`src/logic/mipsPkg.sv`:
```
// Shared MIPS definitions for opcodes, function codes, ALU operations and widths
package mipsPkg;

	// Datapath word width
	parameter int dataWidth = 32;

	// Register index width, 32 registers
	parameter int regAddrWidth = 5;

	// Opcode field, bits 31..26
	typedef enum logic [5:0] {
		opRType = 6'h00,
		opBeq   = 6'h04,
		opBne   = 6'h05,
		opAddi  = 6'h08,
		opOri   = 6'h0d
	} opcodeT;

	// Function field of R-type words, bits 5..0
	typedef enum logic [5:0] {
		fnAdd = 6'h20,
		fnSub = 6'h22,
		fnAnd = 6'h24,
		fnOr  = 6'h25,
		fnNor = 6'h27
	} functT;

	// Operation selected in the execute stage
	typedef enum logic [2:0] {
		aluAdd = 3'd0,
		aluSub = 3'd1,
		aluAnd = 3'd2,
		aluOr  = 3'd3,
		aluNor = 3'd4
	} aluOpT;

endpackage
```
`src/logic/mipsPipeline.sv`:
```
// Five-stage MIPS integer pipeline top joining fetch, decode, execute, retire and forwarding
`timescale 1ns/1ps

module mipsPipeline #(
	parameter int imemDepth = 64,
	localparam int idxWidth = $clog2(imemDepth)
) (
	input  logic                             clk,
	input  logic                             rstN,
	input  logic                             run,
	input  logic                             progWrite,
	input  logic [idxWidth-1:0]              progAddr,
	input  logic [mipsPkg::dataWidth-1:0]    progData,
	output logic                             wbValid,
	output logic [mipsPkg::regAddrWidth-1:0] wbReg,
	output logic [mipsPkg::dataWidth-1:0]    wbData
);

	// Fetch to decode
	logic                             ifValid;
	logic [mipsPkg::dataWidth-1:0]    ifInstr;
	logic [mipsPkg::dataWidth-1:0]    ifPcPlus4;

	// Decode to execute
	logic                             idValid;
	logic [mipsPkg::dataWidth-1:0]    idRsData;
	logic [mipsPkg::dataWidth-1:0]    idRtData;
	logic [mipsPkg::dataWidth-1:0]    idImm;
	logic [mipsPkg::regAddrWidth-1:0] idRs;
	logic [mipsPkg::regAddrWidth-1:0] idRt;
	logic [mipsPkg::regAddrWidth-1:0] idDest;
	mipsPkg::aluOpT                   idAluOp;
	logic                             idUseImm;
	logic                             idRegWrite;
	logic                             idBranchEq;
	logic                             idBranchNe;
	logic [mipsPkg::dataWidth-1:0]    idPcPlus4;

	// Execute to retire
	logic                             exValid;
	logic [mipsPkg::dataWidth-1:0]    exResult;
	logic                             exZero;
	logic [mipsPkg::dataWidth-1:0]    exBranchTarget;
	logic [mipsPkg::regAddrWidth-1:0] exDest;
	logic                             exRegWrite;
	logic                             exBranchEq;
	logic                             exBranchNe;

	// Forward selects and branch redirect
	logic [1:0]                       forwardA;
	logic [1:0]                       forwardB;
	logic                             redirect;
	logic [mipsPkg::dataWidth-1:0]    redirectTarget;

	fetchStage #(.imemDepth(imemDepth)) fetch (
		.clk(clk), .rstN(rstN), .run(run),
		.progWrite(progWrite), .progAddr(progAddr), .progData(progData),
		.redirect(redirect), .redirectTarget(redirectTarget),
		.ifValid(ifValid), .ifInstr(ifInstr), .ifPcPlus4(ifPcPlus4)
	);

	decodeStage decode (
		.clk(clk), .rstN(rstN), .flush(redirect),
		.ifValid(ifValid), .ifInstr(ifInstr), .ifPcPlus4(ifPcPlus4),
		.wbValid(wbValid), .wbReg(wbReg), .wbData(wbData),
		.idValid(idValid), .idRsData(idRsData), .idRtData(idRtData), .idImm(idImm),
		.idRs(idRs), .idRt(idRt), .idDest(idDest), .idAluOp(idAluOp),
		.idUseImm(idUseImm), .idRegWrite(idRegWrite),
		.idBranchEq(idBranchEq), .idBranchNe(idBranchNe), .idPcPlus4(idPcPlus4)
	);

	forwardingUnit forward (
		.idRs(idRs), .idRt(idRt),
		.exDest(exDest), .exRegWrite(exRegWrite), .exValid(exValid),
		.wbReg(wbReg), .wbValid(wbValid),
		.forwardA(forwardA), .forwardB(forwardB)
	);

	executeStage execute (
		.clk(clk), .rstN(rstN), .flush(redirect),
		.idValid(idValid), .idRsData(idRsData), .idRtData(idRtData), .idImm(idImm),
		.idDest(idDest), .idAluOp(idAluOp), .idUseImm(idUseImm),
		.idRegWrite(idRegWrite), .idBranchEq(idBranchEq), .idBranchNe(idBranchNe),
		.idPcPlus4(idPcPlus4), .forwardA(forwardA), .forwardB(forwardB),
		.wbData(wbData),
		.exValid(exValid), .exResult(exResult), .exZero(exZero),
		.exBranchTarget(exBranchTarget), .exDest(exDest), .exRegWrite(exRegWrite),
		.exBranchEq(exBranchEq), .exBranchNe(exBranchNe)
	);

	retireStage retire (
		.clk(clk), .rstN(rstN),
		.exValid(exValid), .exResult(exResult), .exZero(exZero),
		.exBranchTarget(exBranchTarget), .exDest(exDest), .exRegWrite(exRegWrite),
		.exBranchEq(exBranchEq), .exBranchNe(exBranchNe),
		.redirect(redirect), .redirectTarget(redirectTarget),
		.wbValid(wbValid), .wbReg(wbReg), .wbData(wbData)
	);

endmodule

```
`src/logic/retireStage.sv`:
```
// Retire stage resolving branches and holding the memory/writeback register
`timescale 1ns/1ps

module retireStage (
	input  logic                             clk,
	input  logic                             rstN,
	input  logic                             exValid,
	input  logic [mipsPkg::dataWidth-1:0]    exResult,
	input  logic                             exZero,
	input  logic [mipsPkg::dataWidth-1:0]    exBranchTarget,
	input  logic [mipsPkg::regAddrWidth-1:0] exDest,
	input  logic                             exRegWrite,
	input  logic                             exBranchEq,
	input  logic                             exBranchNe,
	output logic                             redirect,
	output logic [mipsPkg::dataWidth-1:0]    redirectTarget,
	output logic                             wbValid,
	output logic [mipsPkg::regAddrWidth-1:0] wbReg,
	output logic [mipsPkg::dataWidth-1:0]    wbData
);

	// beq on equal operands, bne on different ones
	assign redirect = exValid && ((exBranchEq && exZero) || (exBranchNe && !exZero));
	assign redirectTarget = exBranchTarget;

	// Strobe only for real writes
	always_ff @(posedge clk or negedge rstN) begin
		if (!rstN) begin
			wbValid <= 1'b0;
		end else begin
			wbValid <= exValid && exRegWrite && (exDest != '0);
		end
	end

	always_ff @(posedge clk) begin
		wbReg <= exDest;
		wbData <= exResult;
	end

	// Flush of the younger slots rules out a second redirect right after
	singleRedirect: assert property (@(posedge clk) disable iff (!rstN)
		redirect |=> !redirect);

endmodule

```
`src/logic/executeStage.sv`:
```
// Execute stage with forwarding muxes, ALU, branch target and the execute/memory register
`timescale 1ns/1ps

module executeStage (
	input  logic                             clk,
	input  logic                             rstN,
	input  logic                             flush,
	input  logic                             idValid,
	input  logic [mipsPkg::dataWidth-1:0]    idRsData,
	input  logic [mipsPkg::dataWidth-1:0]    idRtData,
	input  logic [mipsPkg::dataWidth-1:0]    idImm,
	input  logic [mipsPkg::regAddrWidth-1:0] idDest,
	input  mipsPkg::aluOpT                   idAluOp,
	input  logic                             idUseImm,
	input  logic                             idRegWrite,
	input  logic                             idBranchEq,
	input  logic                             idBranchNe,
	input  logic [mipsPkg::dataWidth-1:0]    idPcPlus4,
	input  logic [1:0]                       forwardA,
	input  logic [1:0]                       forwardB,
	input  logic [mipsPkg::dataWidth-1:0]    wbData,
	output logic                             exValid,
	output logic [mipsPkg::dataWidth-1:0]    exResult,
	output logic                             exZero,
	output logic [mipsPkg::dataWidth-1:0]    exBranchTarget,
	output logic [mipsPkg::regAddrWidth-1:0] exDest,
	output logic                             exRegWrite,
	output logic                             exBranchEq,
	output logic                             exBranchNe
);

	logic [mipsPkg::dataWidth-1:0] opA;
	logic [mipsPkg::dataWidth-1:0] opB;
	logic [mipsPkg::dataWidth-1:0] aluB;
	logic [mipsPkg::dataWidth-1:0] aluResult;

	// Memory-stage forward comes straight from our own result register
	assign opA = (forwardA == 2'b10) ? exResult :
		(forwardA == 2'b01) ? wbData : idRsData;
	assign opB = (forwardB == 2'b10) ? exResult :
		(forwardB == 2'b01) ? wbData : idRtData;

	assign aluB = idUseImm ? idImm : opB;

	always_comb begin
		case (idAluOp)
			mipsPkg::aluAdd: aluResult = opA + aluB;
			mipsPkg::aluSub: aluResult = opA - aluB;
			mipsPkg::aluAnd: aluResult = opA & aluB;
			mipsPkg::aluOr:  aluResult = opA | aluB;
			mipsPkg::aluNor: aluResult = ~(opA | aluB);
			default: aluResult = '0;
		endcase
	end

	// Valid and controls
	always_ff @(posedge clk or negedge rstN) begin
		if (!rstN) begin
			exValid <= 1'b0;
			exRegWrite <= 1'b0;
			exBranchEq <= 1'b0;
			exBranchNe <= 1'b0;
		end else begin
			exValid <= idValid && !flush;
			exRegWrite <= idRegWrite;
			exBranchEq <= idBranchEq;
			exBranchNe <= idBranchNe;
		end
	end

	// Result, flag, target
	always_ff @(posedge clk) begin
		exResult <= aluResult;
		exZero <= (aluResult == '0);
		exBranchTarget <= idPcPlus4 + {idImm[mipsPkg::dataWidth-3:0], 2'b00};
		exDest <= idDest;
	end

	// Decode only ever hands over a defined operation
	aluOpKnown: assert property (@(posedge clk) disable iff (!rstN)
		idValid |-> idAluOp inside {mipsPkg::aluAdd, mipsPkg::aluSub,
			mipsPkg::aluAnd, mipsPkg::aluOr, mipsPkg::aluNor});

endmodule

```
`src/logic/forwardingUnit.sv`:
```
// Forwarding unit choosing operand sources from the two later pipeline registers
`timescale 1ns/1ps

module forwardingUnit (
	input  logic [mipsPkg::regAddrWidth-1:0] idRs,
	input  logic [mipsPkg::regAddrWidth-1:0] idRt,
	input  logic [mipsPkg::regAddrWidth-1:0] exDest,
	input  logic                             exRegWrite,
	input  logic                             exValid,
	input  logic [mipsPkg::regAddrWidth-1:0] wbReg,
	input  logic                             wbValid,
	output logic [1:0]                       forwardA,
	output logic [1:0]                       forwardB
);

	logic memWrites;

	// Memory-stage slot about to write a register
	assign memWrites = exValid && exRegWrite;

	// Encoding 2'b10 memory stage, 2'b01 writeback, 2'b00 register file
	// Memory stage holds the newer value so it wins
	always_comb begin
		forwardA = 2'b00;
		if (idRs != '0) begin
			if (memWrites && exDest == idRs) begin
				forwardA = 2'b10;
			end else if (wbValid && wbReg == idRs) begin
				forwardA = 2'b01;
			end
		end
	end

	always_comb begin
		forwardB = 2'b00;
		if (idRt != '0) begin
			if (memWrites && exDest == idRt) begin
				forwardB = 2'b10;
			end else if (wbValid && wbReg == idRt) begin
				forwardB = 2'b01;
			end
		end
	end

endmodule

```
`src/logic/decodeStage.sv`:
```
// Decode stage producing controls, extended immediate and the decode/execute register
`timescale 1ns/1ps

module decodeStage (
	input  logic                             clk,
	input  logic                             rstN,
	input  logic                             flush,
	input  logic                             ifValid,
	input  logic [mipsPkg::dataWidth-1:0]    ifInstr,
	input  logic [mipsPkg::dataWidth-1:0]    ifPcPlus4,
	input  logic                             wbValid,
	input  logic [mipsPkg::regAddrWidth-1:0] wbReg,
	input  logic [mipsPkg::dataWidth-1:0]    wbData,
	output logic                             idValid,
	output logic [mipsPkg::dataWidth-1:0]    idRsData,
	output logic [mipsPkg::dataWidth-1:0]    idRtData,
	output logic [mipsPkg::dataWidth-1:0]    idImm,
	output logic [mipsPkg::regAddrWidth-1:0] idRs,
	output logic [mipsPkg::regAddrWidth-1:0] idRt,
	output logic [mipsPkg::regAddrWidth-1:0] idDest,
	output mipsPkg::aluOpT                   idAluOp,
	output logic                             idUseImm,
	output logic                             idRegWrite,
	output logic                             idBranchEq,
	output logic                             idBranchNe,
	output logic [mipsPkg::dataWidth-1:0]    idPcPlus4
);

	mipsPkg::opcodeT                  opcode;
	mipsPkg::functT                   funct;
	mipsPkg::aluOpT                   aluOp;
	logic [mipsPkg::regAddrWidth-1:0] rs;
	logic [mipsPkg::regAddrWidth-1:0] rt;
	logic [mipsPkg::regAddrWidth-1:0] dest;
	logic [mipsPkg::dataWidth-1:0]    rsData;
	logic [mipsPkg::dataWidth-1:0]    rtData;
	logic [mipsPkg::dataWidth-1:0]    imm;
	logic                             useImm;
	logic                             regWrite;
	logic                             branchEq;
	logic                             branchNe;

	assign opcode = mipsPkg::opcodeT'(ifInstr[31:26]);
	assign funct = mipsPkg::functT'(ifInstr[5:0]);
	assign rs = ifInstr[25:21];
	assign rt = ifInstr[20:16];

	registerFile regFile (
		.clk(clk),
		.rstN(rstN),
		.rsAddr(rs),
		.rtAddr(rt),
		.writeEnable(wbValid),
		.writeAddr(wbReg),
		.writeData(wbData),
		.rsData(rsData),
		.rtData(rtData)
	);

	// Control decode, anything unlisted stays a bubble
	always_comb begin
		aluOp = mipsPkg::aluAdd;
		useImm = 1'b0;
		regWrite = 1'b0;
		branchEq = 1'b0;
		branchNe = 1'b0;
		dest = ifInstr[15:11];
		imm = {{16{ifInstr[15]}}, ifInstr[15:0]};
		case (opcode)
			mipsPkg::opRType: begin
				regWrite = 1'b1;
				case (funct)
					mipsPkg::fnAdd: aluOp = mipsPkg::aluAdd;
					mipsPkg::fnSub: aluOp = mipsPkg::aluSub;
					mipsPkg::fnAnd: aluOp = mipsPkg::aluAnd;
					mipsPkg::fnOr:  aluOp = mipsPkg::aluOr;
					mipsPkg::fnNor: aluOp = mipsPkg::aluNor;
					default: regWrite = 1'b0;
				endcase
			end
			mipsPkg::opAddi: begin
				useImm = 1'b1;
				regWrite = 1'b1;
				dest = rt;
			end
			mipsPkg::opOri: begin
				// Logical immediate is zero-extended
				aluOp = mipsPkg::aluOr;
				useImm = 1'b1;
				regWrite = 1'b1;
				dest = rt;
				imm = {16'h0000, ifInstr[15:0]};
			end
			mipsPkg::opBeq: begin
				aluOp = mipsPkg::aluSub;
				branchEq = 1'b1;
			end
			mipsPkg::opBne: begin
				aluOp = mipsPkg::aluSub;
				branchNe = 1'b1;
			end
			default: ;
		endcase
	end

	// Valid and control half of the decode/execute register
	always_ff @(posedge clk or negedge rstN) begin
		if (!rstN) begin
			idValid <= 1'b0;
			idAluOp <= mipsPkg::aluAdd;
			idUseImm <= 1'b0;
			idRegWrite <= 1'b0;
			idBranchEq <= 1'b0;
			idBranchNe <= 1'b0;
		end else begin
			idValid <= ifValid && !flush;
			idAluOp <= aluOp;
			idUseImm <= useImm;
			idRegWrite <= regWrite;
			idBranchEq <= branchEq;
			idBranchNe <= branchNe;
		end
	end

	// Payload half
	always_ff @(posedge clk) begin
		idRsData <= rsData;
		idRtData <= rtData;
		idImm <= imm;
		idRs <= rs;
		idRt <= rt;
		idDest <= dest;
		idPcPlus4 <= ifPcPlus4;
	end

endmodule

```
`src/logic/fetchStage.sv`:
```
// Fetch stage holding the program counter, instruction memory and fetch/decode register
`timescale 1ns/1ps

module fetchStage #(
	parameter int imemDepth = 64,
	localparam int idxWidth = $clog2(imemDepth)
) (
	input  logic                          clk,
	input  logic                          rstN,
	input  logic                          run,
	input  logic                          progWrite,
	input  logic [idxWidth-1:0]           progAddr,
	input  logic [mipsPkg::dataWidth-1:0] progData,
	input  logic                          redirect,
	input  logic [mipsPkg::dataWidth-1:0] redirectTarget,
	output logic                          ifValid,
	output logic [mipsPkg::dataWidth-1:0] ifInstr,
	output logic [mipsPkg::dataWidth-1:0] ifPcPlus4
);

	logic [mipsPkg::dataWidth-1:0] pc;
	logic [mipsPkg::dataWidth-1:0] pcPlus4;
	logic [mipsPkg::dataWidth-1:0] fetchWord;
	logic                          inRange;
	logic [mipsPkg::dataWidth-1:0] imem [imemDepth];

	// Program load, only while the pipeline is idle
	always_ff @(posedge clk) begin
		if (progWrite && !run) begin
			imem[progAddr] <= progData;
		end
	end

	assign pcPlus4 = pc + 32'd4;

	// Word index past the end reads as zero, which decodes as a bubble
	assign inRange = (pc >> 2) < imemDepth;
	assign fetchWord = inRange ? imem[pc[idxWidth+1:2]] : '0;

	// PC and the valid bit of the fetch/decode register
	always_ff @(posedge clk or negedge rstN) begin
		if (!rstN) begin
			pc <= '0;
			ifValid <= 1'b0;
		end else if (!run) begin
			// Idle, hold at address zero
			pc <= '0;
			ifValid <= 1'b0;
		end else if (redirect) begin
			// Squash the word fetched this cycle
			pc <= redirectTarget;
			ifValid <= 1'b0;
		end else begin
			pc <= pcPlus4;
			ifValid <= 1'b1;
		end
	end

	// Fetched word and its return address
	always_ff @(posedge clk) begin
		ifInstr <= fetchWord;
		ifPcPlus4 <= pcPlus4;
	end

	// Program loading and execution never overlap
	progWhileIdle: assert property (@(posedge clk) disable iff (!rstN)
		progWrite |-> !run);

endmodule

```
`src/logic/registerFile.sv`:
```
// Register file with two combinational reads, write-first bypass and a constant zero register
`timescale 1ns/1ps

module registerFile (
	input  logic                             clk,
	input  logic                             rstN,
	input  logic [mipsPkg::regAddrWidth-1:0] rsAddr,
	input  logic [mipsPkg::regAddrWidth-1:0] rtAddr,
	input  logic                             writeEnable,
	input  logic [mipsPkg::regAddrWidth-1:0] writeAddr,
	input  logic [mipsPkg::dataWidth-1:0]    writeData,
	output logic [mipsPkg::dataWidth-1:0]    rsData,
	output logic [mipsPkg::dataWidth-1:0]    rtData
);

	logic [mipsPkg::dataWidth-1:0] regs [32];

	// Architectural state starts at zero
	always_ff @(posedge clk or negedge rstN) begin
		if (!rstN) begin
			for (int i = 0; i < 32; i++) begin
				regs[i] <= '0;
			end
		end else if (writeEnable && writeAddr != '0) begin
			regs[writeAddr] <= writeData;
		end
	end

	// Same-cycle write is visible to the reader
	assign rsData = (rsAddr == '0) ? '0 :
		(writeEnable && writeAddr == rsAddr) ? writeData : regs[rsAddr];
	assign rtData = (rtAddr == '0) ? '0 :
		(writeEnable && writeAddr == rtAddr) ? writeData : regs[rtAddr];

	// Retire never issues a write to register zero
	noZeroWrite: assert property (@(posedge clk) disable iff (!rstN)
		writeEnable |-> writeAddr != '0);

endmodule

```
`config.mk`:
```
export PLATFORM = sky130hd
export DESIGN_NAME = mipsPipeline
export DESIGN_NICKNAME = d
export VERILOG_FILES = /design/src/logic/mipsPkg.sv /design/src/logic/mipsPipeline.sv /design/src/logic/retireStage.sv /design/src/logic/executeStage.sv /design/src/logic/forwardingUnit.sv /design/src/logic/decodeStage.sv /design/src/logic/fetchStage.sv /design/src/logic/registerFile.sv
export SDC_FILE = /design/constraint.sdc
export NUM_CORES = 2
export LEC_CHECK = 0
export BUFFER_PORTS_ARGS = -buffer_cell sky130_fd_sc_hd__buf_4
export CORE_UTILIZATION = 50
export CTS_CLUSTER_SIZE = 30
export DETAILED_ROUTE_END_ITERATION = 16
export GPL_ROUTABILITY_DRIVEN = 0
export PLACE_DENSITY = 0.65
export REMOVE_ABC_BUFFERS = 1
export SYNTH_ARGS = -nofsm -noshare
export SYNTH_HDL_FRONTEND = slang
export SYNTH_SLANG_ARGS = --single-unit
```
`constraint.sdc`:
```
create_clock -name clk -period 9.2 [get_ports clk]
set_input_delay 1.38 -clock clk [delete_from_list [all_inputs] [get_ports clk]]
set_output_delay 1.38 -clock clk [all_outputs]
set_load 0.02 [all_outputs]
```
Yosys cells after proc, flatten, opt, wreduce, memory -nomap -nowiden:

Memory sizes are Yosys's and may differ from the RTL's. A register that Yosys moved wholly into a read port is not among the register bits.
Cells that the tools add are included.

* muxes and demuxes: 37
* eq/ne operators: 23
* order comparisons: 5
* $add $sub $neg: 4
* reductions and logical operators: 33
* bitwise logic cells: 6

Operators with widths (count)
* $bwmux 1024: 1
* $mux 32: 14
* $bmux 32 s5: 2
* $demux 32 s5: 1
* $pmux 32 s5: 1
* $add 32x32->32: 2
* $add 32x3->32 const B: 1
* $and 32x32->32: 1
* $logic_not 32->1: 1
* $not 32->32: 1
* $or 32x32->32: 1
* $sub 32x32->32: 1
* $eq 5x5->1: 6
* $eq 6x6->1 const B: 5
* $lt 30x7->1 const B: 1
* $reduce_bool 5->1: 4
* $ge 6x6->1 const B: 3
* $not 5->6: 3
* $logic_and 1x1->1: 16
* $eq 6x3->1 const B: 2
* $eq 6x4->1 const B: 2
* $pmux 3 s4: 1
* $logic_not 5->1: 2
* $mux 1: 10
* 16 further kinds: 26

* bits of input ports: 42
* memory bits (writable): 2048
* word-level logic and storage cells: 169
* memories: 1
* bits in registers: 1337

Memory list
* fetch.imem: words 64, bits a word 32, rd ports 1, clocked after Yosys merged registers in 1, wr ports 1, line fetchStage.sv:25 `logic [mipsPkg::dataWidth-1:0] imem [imemDepth];`

Longest topological paths before layout:

* word-level depth: 13
* gate-level depth with buffers: 31

Modules after synthesis:

A second synthesis with hierarchy kept.

* cells, all modules: 8933
* area total of the unflattened synthesis: 150002.6 um^2

By module, submodules not included
* fetchStage: instances 1, seq. area each 63606.0 um^2, area an instance 81892.3 um^2, cells an instance 3723
* registerFile: instances 1, seq. area each 25624.6 um^2, area an instance 54536.1 um^2, cells an instance 3749
* executeStage: instances 1, seq. area each 1501.4 um^2, area an instance 9111.2 um^2, cells an instance 1168
* decodeStage: instances 1, seq. area each 2762.6 um^2, area an instance 3150.5 um^2, cells an instance 182
* retireStage: instances 1, seq. area each 765.7 um^2, area an instance 1038.5 um^2, cells an instance 74
* forwardingUnit: instances 1, seq. area each 0.0 um^2, area an instance 274.0 um^2, cells an instance 37

Least setup slack after synthesis:

OpenSTA, ideal clock, no wires.

* path type: reg-to-reg
* start point: reg retire.wbReg[2] in the netlist's numbering
* end point: reg execute.exZero
* arrival: 6.754 ns
* path slack: 2.358 ns
* library setup time: 0.088 ns
* stages on the path, launching flop included: 30
* data required time: 9.112 ns
* path through: dfxtp_1 clkbuf_1 xnor2_1 nand4_1 a2111o_1 buf_2 buf_1 o22a_1 o21ai_0 o21a_1 ha_1 o21ai_0 nor3_1 nand4b_1 nor4_1 nor2_1 xnor2_1 ha_1 and4_1 o211ai_1 o311ai_0 o21ai_0 mux2i_1 o211ai_1 or4_1 nor4_1 nand4_1 or4b_1 or4_1 nor4_2

* word-level cells in the longest chain between the ends: 13
* elaborated cells on any way between the ends: 26
* classes of those cells: add/sub: 2; eq/ne: 6; mux: 12; bitwise: 3; reduce/logical: 3

RTL lines
* from (decl): line retireStage.sv:18 `output logic [mipsPkg::regAddrWidth-1:0] wbReg,`
* from (signal assigned): line retireStage.sv:36 `wbReg <= exDest;`
* parallel branches: the longest is 11 deep, another holds $sub 32x32->32
* $pmux 32 s5 (*): line executeStage.sv:46 `case (idAluOp)`
* via execute.aluResult, one bit: line executeStage.sv:35 `logic [mipsPkg::dataWidth-1:0] aluResult;`
* $logic_not 32->1 (*): line executeStage.sv:74 `exZero <= (aluResult == '0);`
* to (signal assigned): line executeStage.sv:74
* to (decl): line executeStage.sv:24 `output logic exZero,`

Mark *: on every way through the listed nets, which the timed path passes.
A chain may end at the register's enable or synchronous reset.

Worst setup path in the final report:

* start point: reg retire.wbReg[0] in the netlist's numbering
* end point: reg execute.exZero

Same word-level chain as after synthesis.

==> results.cfg <==
[outcome]
status = finished, violations left
violations = design-rule violations

[final_layout]
fin_util = 0.5616
drive_above_1_share = 0.3480
fillers = 22480
areaGrowthSynthToFinish_pct = 11.55
stdcell_area_um2 = 165300
final_nets = 8674

[setup_path]
cp_top_family = compound AO/OA/AOI/OAI gates
worstPathRequired_ns = 9.99
crit_chain = xnor2_1, nand4_1, a2111o_1, o22a_1, o21a_1, mux2_2, a211oi_1, nor2_1, xnor2_1, ha_1, o211ai_1, nor3_1, a2111oi_2, o311ai_0, o21ai_0, mux2i_1, o211ai_1, or4_1, nor4_1, nand4_1, or4b_1, or4_1, nor4_2
worst-r2r-setup-slack_ns = 0.48
cp-start-kind = register
critPathKind = reg2reg
crit_path_top_delay_cell = dfxtp_1
critPathMaxFanout = 19
critPathArrivalTime_ns = 9.50
worst-path-buf-inv = 0
max_stage_delay_ns = 0.95
endpoint_kind = register

[floorplan]
rows = 199
die-width_um = 546.4
die_area_um2 = 298500
core_area_um2 = 294300
die_height_um = 546.4
pin_count = 80
start_util = 0.5034

[placement]
io_buffers = 79
dpl.hpwl_um = 233700
dp_worst_setup_slack_ns = 0.7917
place_area_um2 = 153800

[pwr]
power.share.combinational = 0.280
p_sw_mw = 14.83
p_per_area_nw_per_um2 = 276.4
p_seq_frac = 0.409
vdd_ir_drop_max_v = 0.0002788
swShare = 0.3247
clkPwrFrac = 0.311
p_int_mw = 30.85
total_leakage_power_nw = 61.62
power.total_mw = 45.68

[synthesis]
synth_area_leader_cell = edfxtp_1
synth_common_cells = edfxtp_1, dfrtp_1, mux2_2
ys_ff_latch = 3409
avgSynthCellArea_um2 = 17.21
synth-edff-count = 2048
syn_inst = 8609
ys_top_cells_by_area = edfxtp_1, dfrtp_1, mux4_2
synthFlopType = edfxtp_1
synthArstFlopShare = 0.3133
yosysSeqAreaShare = 0.6350
synthMostInstantiatedCell = edfxtp_1
post-synth-top-area-fraction = 0.4151
ys_types = 88
synth_area_um2 = 148200
yosysWarnings = 0

[timing]
setup_violations = 0
fin_skew_ns = 0.1057
worst_pin_slew_ns = 1.290
slew-limit-headroom = 0.1388
slew_viol_final = 0
fin_crit_ns = 8.716
maxClockFrequency_ghz = 0.1147
rsz0062_at_grt = false
fin_ws_ns = 0.4839
period_share = 0.9474
hold_viol = 0

[detailed_routing]
wire_per_inst_um = 32.70
vias_per_cell = 6.517
drc_errors = 10
dr.pass1.iters = 13
first_iter_violations = 8895
wl_um = 418000
vias = 83310
antenna_left = 0

[global_routing]
overflow = 0
antenna_found_initial = 7
grtUsageTotal = 0.2798
grt_pass1_wl_um = 606200
grt_pass1_vias = 85000
grt_max_degree = 189

[clocking]
post_cts_buffers = 0
hold_buffers = 0
tritoncts = done
clk_latency_ns = 0.96
cts.reportedPaths.clkPinSlew_ns = 0.06
root_buffer = clkbuf_16
cts_max_path_buffers = 4
clock_sinks = 3409
htreeDepth = 5
cts_made_buffers = 354
cts_resized = 0

[job]
timing.max_cap.violations = 0

[min_path]
min_path_type = reg2reg
## layout by cell type, fill, tap and decap left out, types with 27 or more instances in the layout
cell / n
nor2_4: 79
nand2_1: 204
edfxtp_1: 2048
nor2_1: 233
clkinv_1: 53
clkbuf_16: 357
xnor2_1: 80
o211ai_1: 31
ha_1: 64
clkbuf_1: 76
o221ai_1: 65
a211oi_1: 138
clkinv_2: 65
dfrtp_1: 1063
mux4_2: 1046
o21ai_0: 163
o22ai_1: 83
dfxtp_1: 283
buf_4: 288
a21boi_0: 30
mux2i_1: 361
clkbuf_8: 27
mux2_2: 1058
inv_1: 48
nor3_1: 72
a21oi_1: 199
nand3_1: 85
xor2_1: 53
## cell families after synthesis
group / count (synthesis) / synth area share
compound gates: 872 / 0.03923
xor+xnor: 133 / 0.007862
fa+ha+maj: 85 / 0.006967
buf+inv: 757 / 0.01931
flops: 3409 / 0.6350
mux: 2465 / 0.2638
simple gates: 888 / 0.02778
## metrics by stage
stage / hold WS [ns] / setup TNS [ns] / std cells
final: 0.2597 / 0 / 12780
after global routing: 0.2444 / 0 / 12780
after CTS: 0.2521 / 0 / 12780
after detailed placement: 0.3121 / 0 / 12130
after global placement: 0.3114 / 0 / 12130
after floorplan: 0.3096 / -1652.92 / 7902
## power by group through the flow
stage	Combinational [mW]	Sequential (mW)	Clock, mW
after floorplan	8.87	19.8	0
after global placement	12.5	18.9	0
after detailed placement	12.6	18.9	0
after CTS	12.7	18.6	14.4
after global routing	13.6	18.8	15.0
final	12.8	18.7	14.2
## cell type report
| cell class | instances | area, µm² | share of cell area |
|---|---|---|---|
| diodes | 7 | 17.52 | 0.0001060 |
| repair buffers | 308 | 2557 | 0.01547 |
| flip-flops and latches | 3409 | 94150 | 0.5697 |
| clock buffers | 460 | 9590 | 0.05803 |
| multi-input cells | 4443 | 51980 | 0.3145 |
| well taps | 3919 | 4903 | 0.02967 |
| clock inverters | 187 | 1883 | 0.01139 |
| inverters | 50 | 195.2 | 0.001181 |
## final timing paths
check	cells after the start	startpoint	to
max	23	retire.wbReg[0]	execute.exZero
min	0	fetch.ifPcPlus4[8]	decode.idPcPlus4[8]
max reg2reg	23	retire.wbReg[0]	execute.exZero
min reg2reg	0	fetch.ifPcPlus4[8]	decode.idPcPlus4[8]
max in group asynchronous	3	rstN	decode.regFile.regs[620]
min in group asynchronous	1	rstN	decode.regFile.regs[976]
## metal layers
layer | vias up | routed length (µm) | track usage
met3 | 863 | 29290 | 0.03904
met2 | 3558 | 203700 | 0.4572
met5 | - | 13 | 0
li1 | 34210 | - | -
met4 | 2 | 18140 | 0.1120
met1 | 44680 | 166800 | 0.3808
## sequential cells by signal, indices dropped and copies added (netlist names), 17 cells and up
register,count
fetch.ifPcPlus4,30
fetch.ifInstr,32
decode.regFile.regs,1024
execute.exResult,32
decode.idRsData,32
retire.wbData,32
decode.idPcPlus4,30
decode.idImm,17
fetch.imem,2048
decode.idRtData,32
fetch.pc,30
execute.exBranchTarget,30
Note: power is estimated with default switching activity, not from simulation.
